===== config.mk =====
export PLATFORM = sky130hd
export DESIGN_NAME = fetch_top
export DESIGN_NICKNAME = d
export VERILOG_FILES = /design/src/common/bus_pkg.sv /design/src/common/fetch_pkg.sv /design/src/fetch/fetch_ctrl.sv /design/src/fetch/inst_align.sv /design/src/source/fetch_top.sv /design/src/source/pc_select.sv
export SDC_FILE = /design/constraint.sdc
export NUM_CORES = 1
export LEC_CHECK = 0
export ABC_AREA = 1
export BUFFER_PORTS_ARGS = -buffer_cell sky130_fd_sc_hd__buf_2
export CORE_AREA = 2 2 218 274
export CTS_CLUSTER_SIZE = 16
export DETAILED_ROUTE_END_ITERATION = 16
export DIE_AREA = 0 0 220 276
export GPL_TIMING_DRIVEN = 0
export PLACE_DENSITY = 0.59
export SLEW_MARGIN = 20
export SYNTH_ARGS = -nofsm -noshare
export SYNTH_HDL_FRONTEND = slang
export SYNTH_SLANG_ARGS = --single-unit
export TNS_END_PERCENT = 50

===== constraint.sdc =====
create_clock -name clk -period 11.5 [get_ports clk]
set_clock_uncertainty 0.1 [all_clocks]
set_input_delay 2.3 -clock clk [delete_from_list [all_inputs] [get_ports clk]]
set_output_delay 2.3 -clock clk [all_outputs]
set_load 0.02 [all_outputs]

===== src/common/bus_pkg.sv =====
`default_nettype none

package bus_pkg;

    typedef logic [63:0] addr_t;
    typedef logic [31:0] slot_t;

    // address bit that picks the instruction slot in a read word
    localparam int lane_bit = 2;

    // one read word, either a whole doubleword or two instruction slots
    // slot 0 is the low half
    typedef union packed {
        logic [63:0]     dword;
        slot_t [1:0]     slot;
    } rd_word_u;

    // read address channel, driven by the fetch unit
    typedef struct packed {
        logic  valid;
        addr_t addr;
    } rd_req_t;

    // read data channel, driven by memory
    typedef struct packed {
        logic     valid;
        rd_word_u data;
    } rd_resp_t;

endpackage

`default_nettype wire


===== src/common/fetch_pkg.sv =====
`default_nettype none

package fetch_pkg;

    // core word and instruction widths
    typedef logic [63:0] xlen_t;
    typedef logic [31:0] inst_t;

    // pc after reset, widened to the core word
    localparam xlen_t reset_pc = xlen_t'(32'h8000_0000);

    // sequential advance, no compressed instructions
    localparam xlen_t inst_bytes = xlen_t'(4);

    // fetch controller states
    typedef logic [1:0] fstate_t;

    localparam fstate_t fs_idle = 2'd0;
    localparam fstate_t fs_addr = 2'd1;
    localparam fstate_t fs_data = 2'd2;

    // control transfer info from the memory stage and csr file
    typedef struct packed {
        logic  jal;
        logic  jalr;
        logic  branch;
        logic  trap;
        // pc of the instruction in the memory stage
        xlen_t mem_pc;
        xlen_t imm;
        xlen_t r1_data;
        // branch compare result, zero means taken
        xlen_t alu_res;
        xlen_t mtvec;
    } redirect_t;

    // what decode sees each cycle
    typedef struct packed {
        logic  valid;
        xlen_t pc;
        inst_t inst;
    } fetch_out_t;

endpackage

`default_nettype wire


===== src/fetch/fetch_ctrl.sv =====
`timescale 1ns/1ps
`default_nettype none

module fetch_ctrl (
    input  logic               clk,
    input  logic               rst_n_i,
    input  fetch_pkg::xlen_t   pc_i,
    input  logic               redirect_taken_i,
    input  logic               stall_i,
    output bus_pkg::rd_req_t   rd_req_o,
    input  logic               rd_req_ready_i,
    input  logic               rd_resp_valid_i,
    output logic               rd_resp_ready_o,
    output logic               deliver_o
);

    import fetch_pkg::*;

    fstate_t state_q;
    fstate_t state_d;

    // request address, captured while in ADDR and held through DATA
    xlen_t   req_addr_q;
    // high once the address of the current request has been captured
    logic    addr_held_q;
    // outstanding read was overtaken by a redirect
    logic    stale_q;

    logic    req_hs;
    logic    resp_hs;
    logic    issue;
    logic    addr_live;

    assign req_hs  = rd_req_o.valid && rd_req_ready_i;
    assign resp_hs = rd_resp_valid_i && rd_resp_ready_o;

    always_comb begin
        state_d = state_q;
        case (state_q)
            fs_idle: begin
                state_d = fs_addr;
            end
            fs_addr: begin
                if (req_hs) begin
                    state_d = fs_data;
                end
            end
            fs_data: begin
                if (resp_hs) begin
                    state_d = fs_addr;
                end
            end
            default: begin
                state_d = fs_idle;
            end
        endcase
    end

    // a new request starts whenever ADDR is entered
    assign issue = (state_q != fs_addr) && (state_d == fs_addr);

    always_ff @(posedge clk or negedge rst_n_i) begin
        if (!rst_n_i) begin
            state_q <= fs_idle;
        end else begin
            state_q <= state_d;
        end
    end

    // first ADDR cycle presents the pc that was just written, later
    // cycles keep that value until memory takes it
    assign addr_live = (state_q == fs_addr) && !addr_held_q;

    always_ff @(posedge clk or negedge rst_n_i) begin
        if (!rst_n_i) begin
            addr_held_q <= 1'b0;
        end else begin
            addr_held_q <= (state_q == fs_addr);
        end
    end

    always_ff @(posedge clk) begin
        if (state_q == fs_addr) begin
            req_addr_q <= rd_req_o.addr;
        end
    end

    assign rd_req_o.valid = (state_q == fs_addr);
    assign rd_req_o.addr  = addr_live ? pc_i : req_addr_q;

    assign rd_resp_ready_o = (state_q == fs_data);

    // any redirect while a read is pending makes its data useless
    always_ff @(posedge clk or negedge rst_n_i) begin
        if (!rst_n_i) begin
            stale_q <= 1'b0;
        end else if (issue) begin
            stale_q <= 1'b0;
        end else if (redirect_taken_i && (state_q != fs_idle)) begin
            stale_q <= 1'b1;
        end
    end

    // response is still taken under stall or redirect, just not passed on
    assign deliver_o = resp_hs && !stale_q && !redirect_taken_i && !stall_i;

endmodule

`default_nettype wire


===== src/fetch/inst_align.sv =====
`timescale 1ns/1ps
`default_nettype none

module inst_align (
    input  logic                  clk,
    input  logic                  rst_n_i,
    input  logic                  deliver_i,
    input  fetch_pkg::xlen_t      req_addr_i,
    input  bus_pkg::rd_word_u     rd_data_i,
    output fetch_pkg::fetch_out_t fetch_o
);

    import fetch_pkg::*;
    import bus_pkg::*;

    inst_t lane_inst;

    // address bit 2 picks the upper or lower word of the doubleword
    assign lane_inst = rd_data_i.slot[req_addr_i[lane_bit]];

    // one cycle of valid per delivery, bubble otherwise
    always_ff @(posedge clk or negedge rst_n_i) begin
        if (!rst_n_i) begin
            fetch_o <= '0;
        end else if (deliver_i) begin
            fetch_o.valid <= 1'b1;
            fetch_o.pc    <= req_addr_i;
            fetch_o.inst  <= lane_inst;
        end else begin
            fetch_o <= '0;
        end
    end

endmodule

`default_nettype wire


===== src/source/fetch_top.sv =====
`timescale 1ns/1ps
`default_nettype none

module fetch_top (
    input  logic                  clk,
    input  logic                  rst_n_i,

    // core side
    input  fetch_pkg::redirect_t  redirect_i,
    input  logic                  stall_i,
    output fetch_pkg::fetch_out_t fetch_o,

    // read bus
    output bus_pkg::rd_req_t      rd_req_o,
    input  logic                  rd_req_ready_i,
    input  bus_pkg::rd_resp_t     rd_resp_i,
    output logic                  rd_resp_ready_o
);

    import fetch_pkg::*;

    xlen_t pc;
    logic  redirect_taken;
    logic  deliver;

    pc_select pc_select_inst (
        .clk              (clk),
        .rst_n_i          (rst_n_i),
        .redirect_i       (redirect_i),
        .deliver_i        (deliver),
        .pc_o             (pc),
        .redirect_taken_o (redirect_taken)
    );

    fetch_ctrl fetch_ctrl_inst (
        .clk              (clk),
        .rst_n_i          (rst_n_i),
        .pc_i             (pc),
        .redirect_taken_i (redirect_taken),
        .stall_i          (stall_i),
        .rd_req_o         (rd_req_o),
        .rd_req_ready_i   (rd_req_ready_i),
        .rd_resp_valid_i  (rd_resp_i.valid),
        .rd_resp_ready_o  (rd_resp_ready_o),
        .deliver_o        (deliver)
    );

    // address is held through DATA, so it still names the returning word
    inst_align inst_align_inst (
        .clk        (clk),
        .rst_n_i    (rst_n_i),
        .deliver_i  (deliver),
        .req_addr_i (rd_req_o.addr),
        .rd_data_i  (rd_resp_i.data),
        .fetch_o    (fetch_o)
    );

endmodule

`default_nettype wire


===== src/source/pc_select.sv =====
`timescale 1ns/1ps
`default_nettype none

module pc_select (
    input  logic                  clk,
    input  logic                  rst_n_i,
    input  fetch_pkg::redirect_t  redirect_i,
    input  logic                  deliver_i,
    output fetch_pkg::xlen_t      pc_o,
    output logic                  redirect_taken_o
);

    import fetch_pkg::*;

    xlen_t pc_q;
    xlen_t jump_target;
    xlen_t jalr_sum;
    xlen_t redirect_target;
    logic  branch_taken;
    logic  jump_taken;

    // branch compare result of zero means the branch is taken
    assign branch_taken = redirect_i.branch && (redirect_i.alu_res == '0);
    assign jump_taken   = redirect_i.jal || branch_taken;

    assign jump_target = redirect_i.mem_pc + redirect_i.imm;
    assign jalr_sum    = redirect_i.r1_data + redirect_i.imm;

    // highest priority first: jal or taken branch, jalr, trap
    always_comb begin
        if (jump_taken) begin
            redirect_target = jump_target;
        end else if (redirect_i.jalr) begin
            // jalr clears bit 0 of the sum
            redirect_target = {jalr_sum[63:1], 1'b0};
        end else begin
            redirect_target = redirect_i.mtvec;
        end
    end

    assign redirect_taken_o = jump_taken || redirect_i.jalr || redirect_i.trap;

    // a redirect always overrides the sequential step
    always_ff @(posedge clk or negedge rst_n_i) begin
        if (!rst_n_i) begin
            pc_q <= reset_pc;
        end else if (redirect_taken_o) begin
            pc_q <= redirect_target;
        end else if (deliver_i) begin
            pc_q <= pc_q + inst_bytes;
        end
    end

    assign pc_o = pc_q;

endmodule

`default_nettype wire


[After elaboration in Yosys (flattened, before gate mapping)]
Cells that the tools add are included.
Storage, ports and cells
  flip-flop bits (word level): 229
  output and inout bits: 163
  bits of input ports: 393
  logic and storage cells: 50
Operators by class
  equal/unequal tests: 4
  order comparisons: 1
  mux-type cells: 13
  $add $sub $neg: 3
  reduce and logical (&&, ||, !) cells: 21
Operator list (count)
  $mux 64: 5
  $add 64x64->64: 2
  $mux 97: 1
  $add 64x3->64 const B: 1
  $logic_not 64->1: 1
  $mux 32: 2
  $logic_and 1x1->1: 9
  $pmux 2 s3: 1
  $reduce_bool 2->1: 3
  $eq 2x1->1 const B: 2
  $logic_not 1->1: 4
  $mux 2: 2
  $logic_or 1x1->1: 3
  $eq 2x2->1 const B: 1
  $logic_not 2->1: 1
  $lt 1x2->1 const B: 1
  $mux 1: 2
  $ne 2x1->1 const B: 1

[Logic depth before layout (Yosys ltp)]
Gate-level depths: netlist of the first run.
  depth in word-level cells: 10
  mapped depth: 19
  gate-level depth less buffers: 19

[Cells and area by module]
A second synthesis of the first run with hierarchy kept.
Second synthesis, totals
  cell total of the unflattened synthesis: 3985
  area total of the unflattened synthesis: 23468.8 um^2
Modules (own cells, without submodules)
  pc_select: cells each 3276, area an instance 16677.2 um^2, instances 1, sequential area each 1602.8 um^2
  inst_align: cells each 403, area an instance 3659.8 um^2, instances 1, sequential area each 2427.3 um^2
  fetch_ctrl: cells each 306, area an instance 3131.8 um^2, instances 1, sequential area each 2021.9 um^2

[Worst setup path before layout of the first run]
Ideal clock, no wire load.
  kind: reg-to-output
  from: register fetch_ctrl_inst.state_q[1]
  to: output rd_req_o[64] (netlist bit)
  arrival time: 3.397 ns
  stages on the path, launching flop included: 2
  buffers on the path: 0
  required time: 9.100 ns
  setup slack: 5.703 ns
  path through: dfrtp_1 nor2_1
RTL lines
  from (decl): line fetch_ctrl.sv:19  | fstate_t state_q;
  from (signal assigned): line fetch_ctrl.sv:64  | state_q <= fs_idle;
  from (signal assigned): line fetch_ctrl.sv:66  | state_q <= state_d;
  to (decl): line fetch_top.sv:14  | output bus_pkg::rd_req_t rd_req_o,

==> metrics.txt, run 1 <==
status completed; Initial Util 39.8%; main area contributors after synthesis nand2_1 21%, dfrtp_1 18%, inv_1 10%; static leakage 15.3 nW; H-tree Lvls 1; hold_ws 0.416 ns; CP arrival 3.01 ns; Worst EP required 9.10 ns; Syn Nets 4363; Seq cells post-synth 229; cells after synthesis 3842; ANT cells 0; Final Setup Violations 0; number of synthesized flops with an enable pin 64; gr ovfl total 0; Ports 556; Worst Setup End Kind output port; row count 99; synthesized cell area 23000 um^2; Hold-fix buffers, CTS 0; RePlAce Congestion 1.01; Via density 5.19; Port Buffers 554; Clock Path Buffers 3; Tightest Pin Transition 1.19 ns; Setup Total Neg Slack 0 ns; DRT antenna net count 0; drt drc 0; setup bufs post-CTS 0; Hold Vio Cnt, Final 0; GRT Total Usage 35.5%; max-cap viol count 0; Crit Path Category flip-flop to output port; sequential share of the synthesized area 26.3%; FMAX 185 MHz; Finished Layout Cells 5188; worst hold-check path type flip-flop to flip-flop; Resized cells post-CTS 0; unrepaired setup endpoints after global routing no; via count 26941; Die W 220 um; crit-path max FO 10; layout cells sized above 1 14.6%; nets@finish 4941; placed cell count 5156; leading area contributor after synthesis nand2_1; initial antenna violation count 0; Die H 276 um; Post-Syn Area per Cell 6.00 um^2; Sink Count 229; Worst setup SP type flip-flop; CTS tree done; Post-synth ARST share 72.1%; Power Dens Cells 137 nW/um^2; Primary FF master, synth dfrtp_1; vias in the first global route 26646; clock latency on the worst-skew pair 0.51 ns; most frequent cells in the layout 1306 x nand2_1, 627 x inv_1, 567 x buf_2, 426 x nor2_1, 245 x nand3_1; Post-DP HPWL 95.0 mm; post-synth cell types 51; clk root buf clkbuf_16; TritonCTS Buffers 19; Slew Limit Fails 0; Syn-to-layout area delta 19.1%; normalized max-slew margin 20.7%; YS warnings 0; Peak VDD IR 0.000141 V; final WL 111 mm; first-pass GRT wire length 160 mm; share of the synthesized area in the top cell type 21.3%; total power 3.77 mW; most common cell after layout, fill and taps aside nand2_1; pin count of the biggest net entering global routing 92; die area 60700 um^2; TritonRoute pass-1 iters 5; 1st-iter DRT viols 2146; routed len/inst 21.4 um; Core Area 58000 um^2; Tmin final 5.41 ns; Worst-path clk slew 0.07 ns; Period Utilization, post-route 47.0%
## routing by layer
metal,wire length [um],part of all wire (%),vias to the layer above,track usage (%)
met3,6090,5.5,257,2.94
met2,54000,49,1040,63.0
met5,0,0,-,0
met4,6730,6.1,0,18.6
li1,-,-,13273,-
met1,43900,40,12371,42.0
## Yosys cell counts (all sizes together), types with 61 or more instances
cell type,n
a21oi,224
and2,63
dfrtp,164
edfxtp,64
ha,126
inv,631
nand2,1311
nand3,249
nand4,61
nor2,440
nor3,62
o21ai,122
## flip-flops by register name, summed over array words and instances (netlist names)
register	flops
fetch_ctrl_inst.stale_q	1
fetch_ctrl_inst.addr_held_q	1
inst_align_inst.fetch_o	97
fetch_ctrl_inst.state_q	2
fetch_ctrl_inst.req_addr_q	64
pc_select_inst.pc_o	64
## power breakdown
group	total, mW	switching, mW	internal, mW
clock	0.629	0.298	0.331
sequential	1.17	0.0827	1.08
combinational	1.97	1.37	0.600
## per-stage QoR
step           instance area [um^2]  utilization [%]  setup WS, ns
5_1_grt                       27400             47.3          5.89
6_report                      27400             47.3          6.09
3_5_place_dp                  26900             46.3          6.23
4_1_cts                       27400             47.3          6.00
3_3_place_gp                  26800             46.2          3.98
2_1_floorplan                 23000                -          5.70
## final timing paths
| kind | start | end | slack (ns) | cells past startpoint |
|---|---|---|---|---|
| max | fetch_ctrl_inst.state_q[1] | rd_req_o[34] | 6.09 | 5 |
| min | pc_select_inst.pc_o[61] | pc_select_inst.pc_o[61] | 0.42 | 2 |
| max reg2reg | fetch_ctrl_inst.state_q[1] | pc_select_inst.pc_o[12] | 8.53 | 7 |
| min reg2reg | pc_select_inst.pc_o[61] | pc_select_inst.pc_o[61] | 0.42 | 2 |
| max in group asynchronous | rst_n_i | inst_align_inst.fetch_o[40] | 8.73 | 2 |
| min in group asynchronous | rst_n_i | inst_align_inst.fetch_o[31] | 1.66 | 1 |
## cell families after synthesis
logic type,synth area share [%]
simple gates,40.7
fa+ha+maj,7.02
mux,0.440
flops,26.3
compound gates,11.2
buf+inv,11.6
xor+xnor,2.77
## layout make-up
type / instances / area [um^2]
Multi-Input combinational cell: 2905 / 14300
Clock buffer: 26 / 543
Buffer: 77 / 310
Timing Repair Buffer: 557 / 2870
Inverter: 631 / 2370
Sequential cell: 229 / 6050
Tap cell: 757 / 947
Clock inverter: 6 / 27.5
Fill cell: 6636 / 30500
## critical path: stages, from the launching register on
cell	delay [ns]
dfrtp_1	0.45
nor3_1	0.28
clkbuf_1	0.48
clkbuf_1	0.68
mux2_2	0.45
buf_2	0.17
No activity file was read; power rests on OpenSTA's default activity.
==> inputs of run 2 (changes only) <==
PLACE_DENSITY = 0.61   (was 0.59)
clock period = 4.5 ns   (was 11.5 ns; I/O delays follow)
==> run 2 against run 1 <==
Global-route usage decreased by 0.16 points. Sequential power grew to 2.5 times the previous value. Non-clock buffer count unchanged. Final area up 0.57%. Critical path type unchanged.
==> metrics.txt, run 2 (synthesis gave the netlist of run 1 again) <==
status completed; via count 27367; most common cell after layout, fill and taps aside nand2_1; clock latency on the worst-skew pair 0.51 ns; CTS tree done; unrepaired setup endpoints after global routing no; FMAX 244 MHz; Tightest Pin Transition 1.26 ns; Post-DP HPWL 94.5 mm; Initial Util 39.8%; Hold Vio Cnt, Final 0; Die H 276 um; crit-path max FO 11; Fillers 6584; Power Dens Cells 361 nW/um^2; RePlAce Congestion 1.01; Core Area 58000 um^2; vias in the first global route 26941; hold_ws 0.265 ns; Reg with most FFs inst_align_inst.fetch_o; max-cap viol count 0; pre-CTS setup slack 0.482 ns; final core occ 47.6%; number of flip-flops in the largest register 97; 1st-iter DRT viols 2293; Hold-fix buffers, CTS 0; Resized cells post-CTS 0; drt drc 0; TritonRoute pass-1 iters 6; Die W 220 um; total power 9.97 mW; die area 60700 um^2; R2R depth 7; Port Buffers 554; Slew Limit Fails 0; most frequent cells in the layout 1306 x nand2_1, 627 x inv_1, 567 x buf_2, 426 x nor2_1, 245 x nand3_1; H-tree Lvls 1; DRT antenna net count 0; layout cells sized above 1 14.7%; GRT Total Usage 35.3%; worst hold-check path type input pin to asynchronous set/reset pin; Worst-path clk slew 0.07 ns; Finished Layout Cells 5194; Setup Total Neg Slack 0 ns; Final Setup Violations 0; Period Utilization, post-route 90.9%; final WL 111 mm; Placed Area 26900 um^2; row count 99; Peak VDD IR 0.000381 V; routed len/inst 21.3 um; Ports 556; Worst setup SP type flip-flop; setup bufs post-CTS 0; pin count of the biggest net entering global routing 84; Syn-to-layout area delta 19.7%; placed cell count 5156; TritonCTS Buffers 20; min setup slack post-route 0.408 ns; gr ovfl total 0; Via density 5.27; Tmin final 4.09 ns; Sink Count 229; initial antenna violation count 1; CP arrival 3.09 ns; Worst Setup End Kind output port; Crit Path Category flip-flop to output port; normalized max-slew margin 16.1%; static leakage 15.4 nW; nets@finish 4942; Worst EP required 3.50 ns; cell area after layout 27600 um^2; first-pass GRT wire length 160 mm; multi-input combinational cell area 14300 um^2; Clock Path Buffers 3; register area 6050 um^2; clk root buf clkbuf_16
run 2: area by class of cell:
cell class                 count  share of cell area, %
tap                          757                   3.43
antenna                        2                 0.0181
sequential                   229                   21.9
clock inverter                 8                  0.422
inverter                     631                   8.58
clock buffer                  28                   2.23
buffer                        77                   1.12
timing repair buffer         557                   10.4
multi-input combinational   2905                   51.9
run 2: per-layer routing:
layer | track usage (%) | up-vias | part of all wire, %
met5 | 0 | - | 0
met3 | 2.76 | 262 | 6.3
met1 | 41.6 | 12635 | 39
met2 | 62.7 | 1194 | 49
li1 | - | 13276 | -
met4 | 19.6 | 0 | 6.3
run 2: worst paths after layout:
| kind | start | end | slack [ns] |
|---|---|---|---|
| worst max register to register | fetch_ctrl_inst.state_q[1] | inst_align_inst.fetch_o[12] | 1.50 |
| worst min-delay path | rst_n_i | inst_align_inst.fetch_o[1] | 0.26 |
| min in group clk | pc_select_inst.pc_o[61] | pc_select_inst.pc_o[61] | 0.41 |
| worst max-delay path | fetch_ctrl_inst.state_q[1] | rd_req_o[2] | 0.41 |
| worst min register to register | pc_select_inst.pc_o[61] | pc_select_inst.pc_o[61] | 0.41 |
| max in group asynchronous | rst_n_i | inst_align_inst.fetch_o[43] | 3.16 |
run 2: power by group:
part	internal, mW	switching [mW]
logic	1.53	3.53
registers	2.77	0.207
clock network	1.13	0.799
total	5.43	4.54
run 2: critical path, stage by stage, from the launching register on:
cell and delay, ns:
dfrtp_1 0.45, nor3_1 0.31, clkbuf_1 0.48, nand2_1 0.10, o21ai_1 0.39, inv_1 0.27
clkbuf_1 0.33, buf_2 0.25
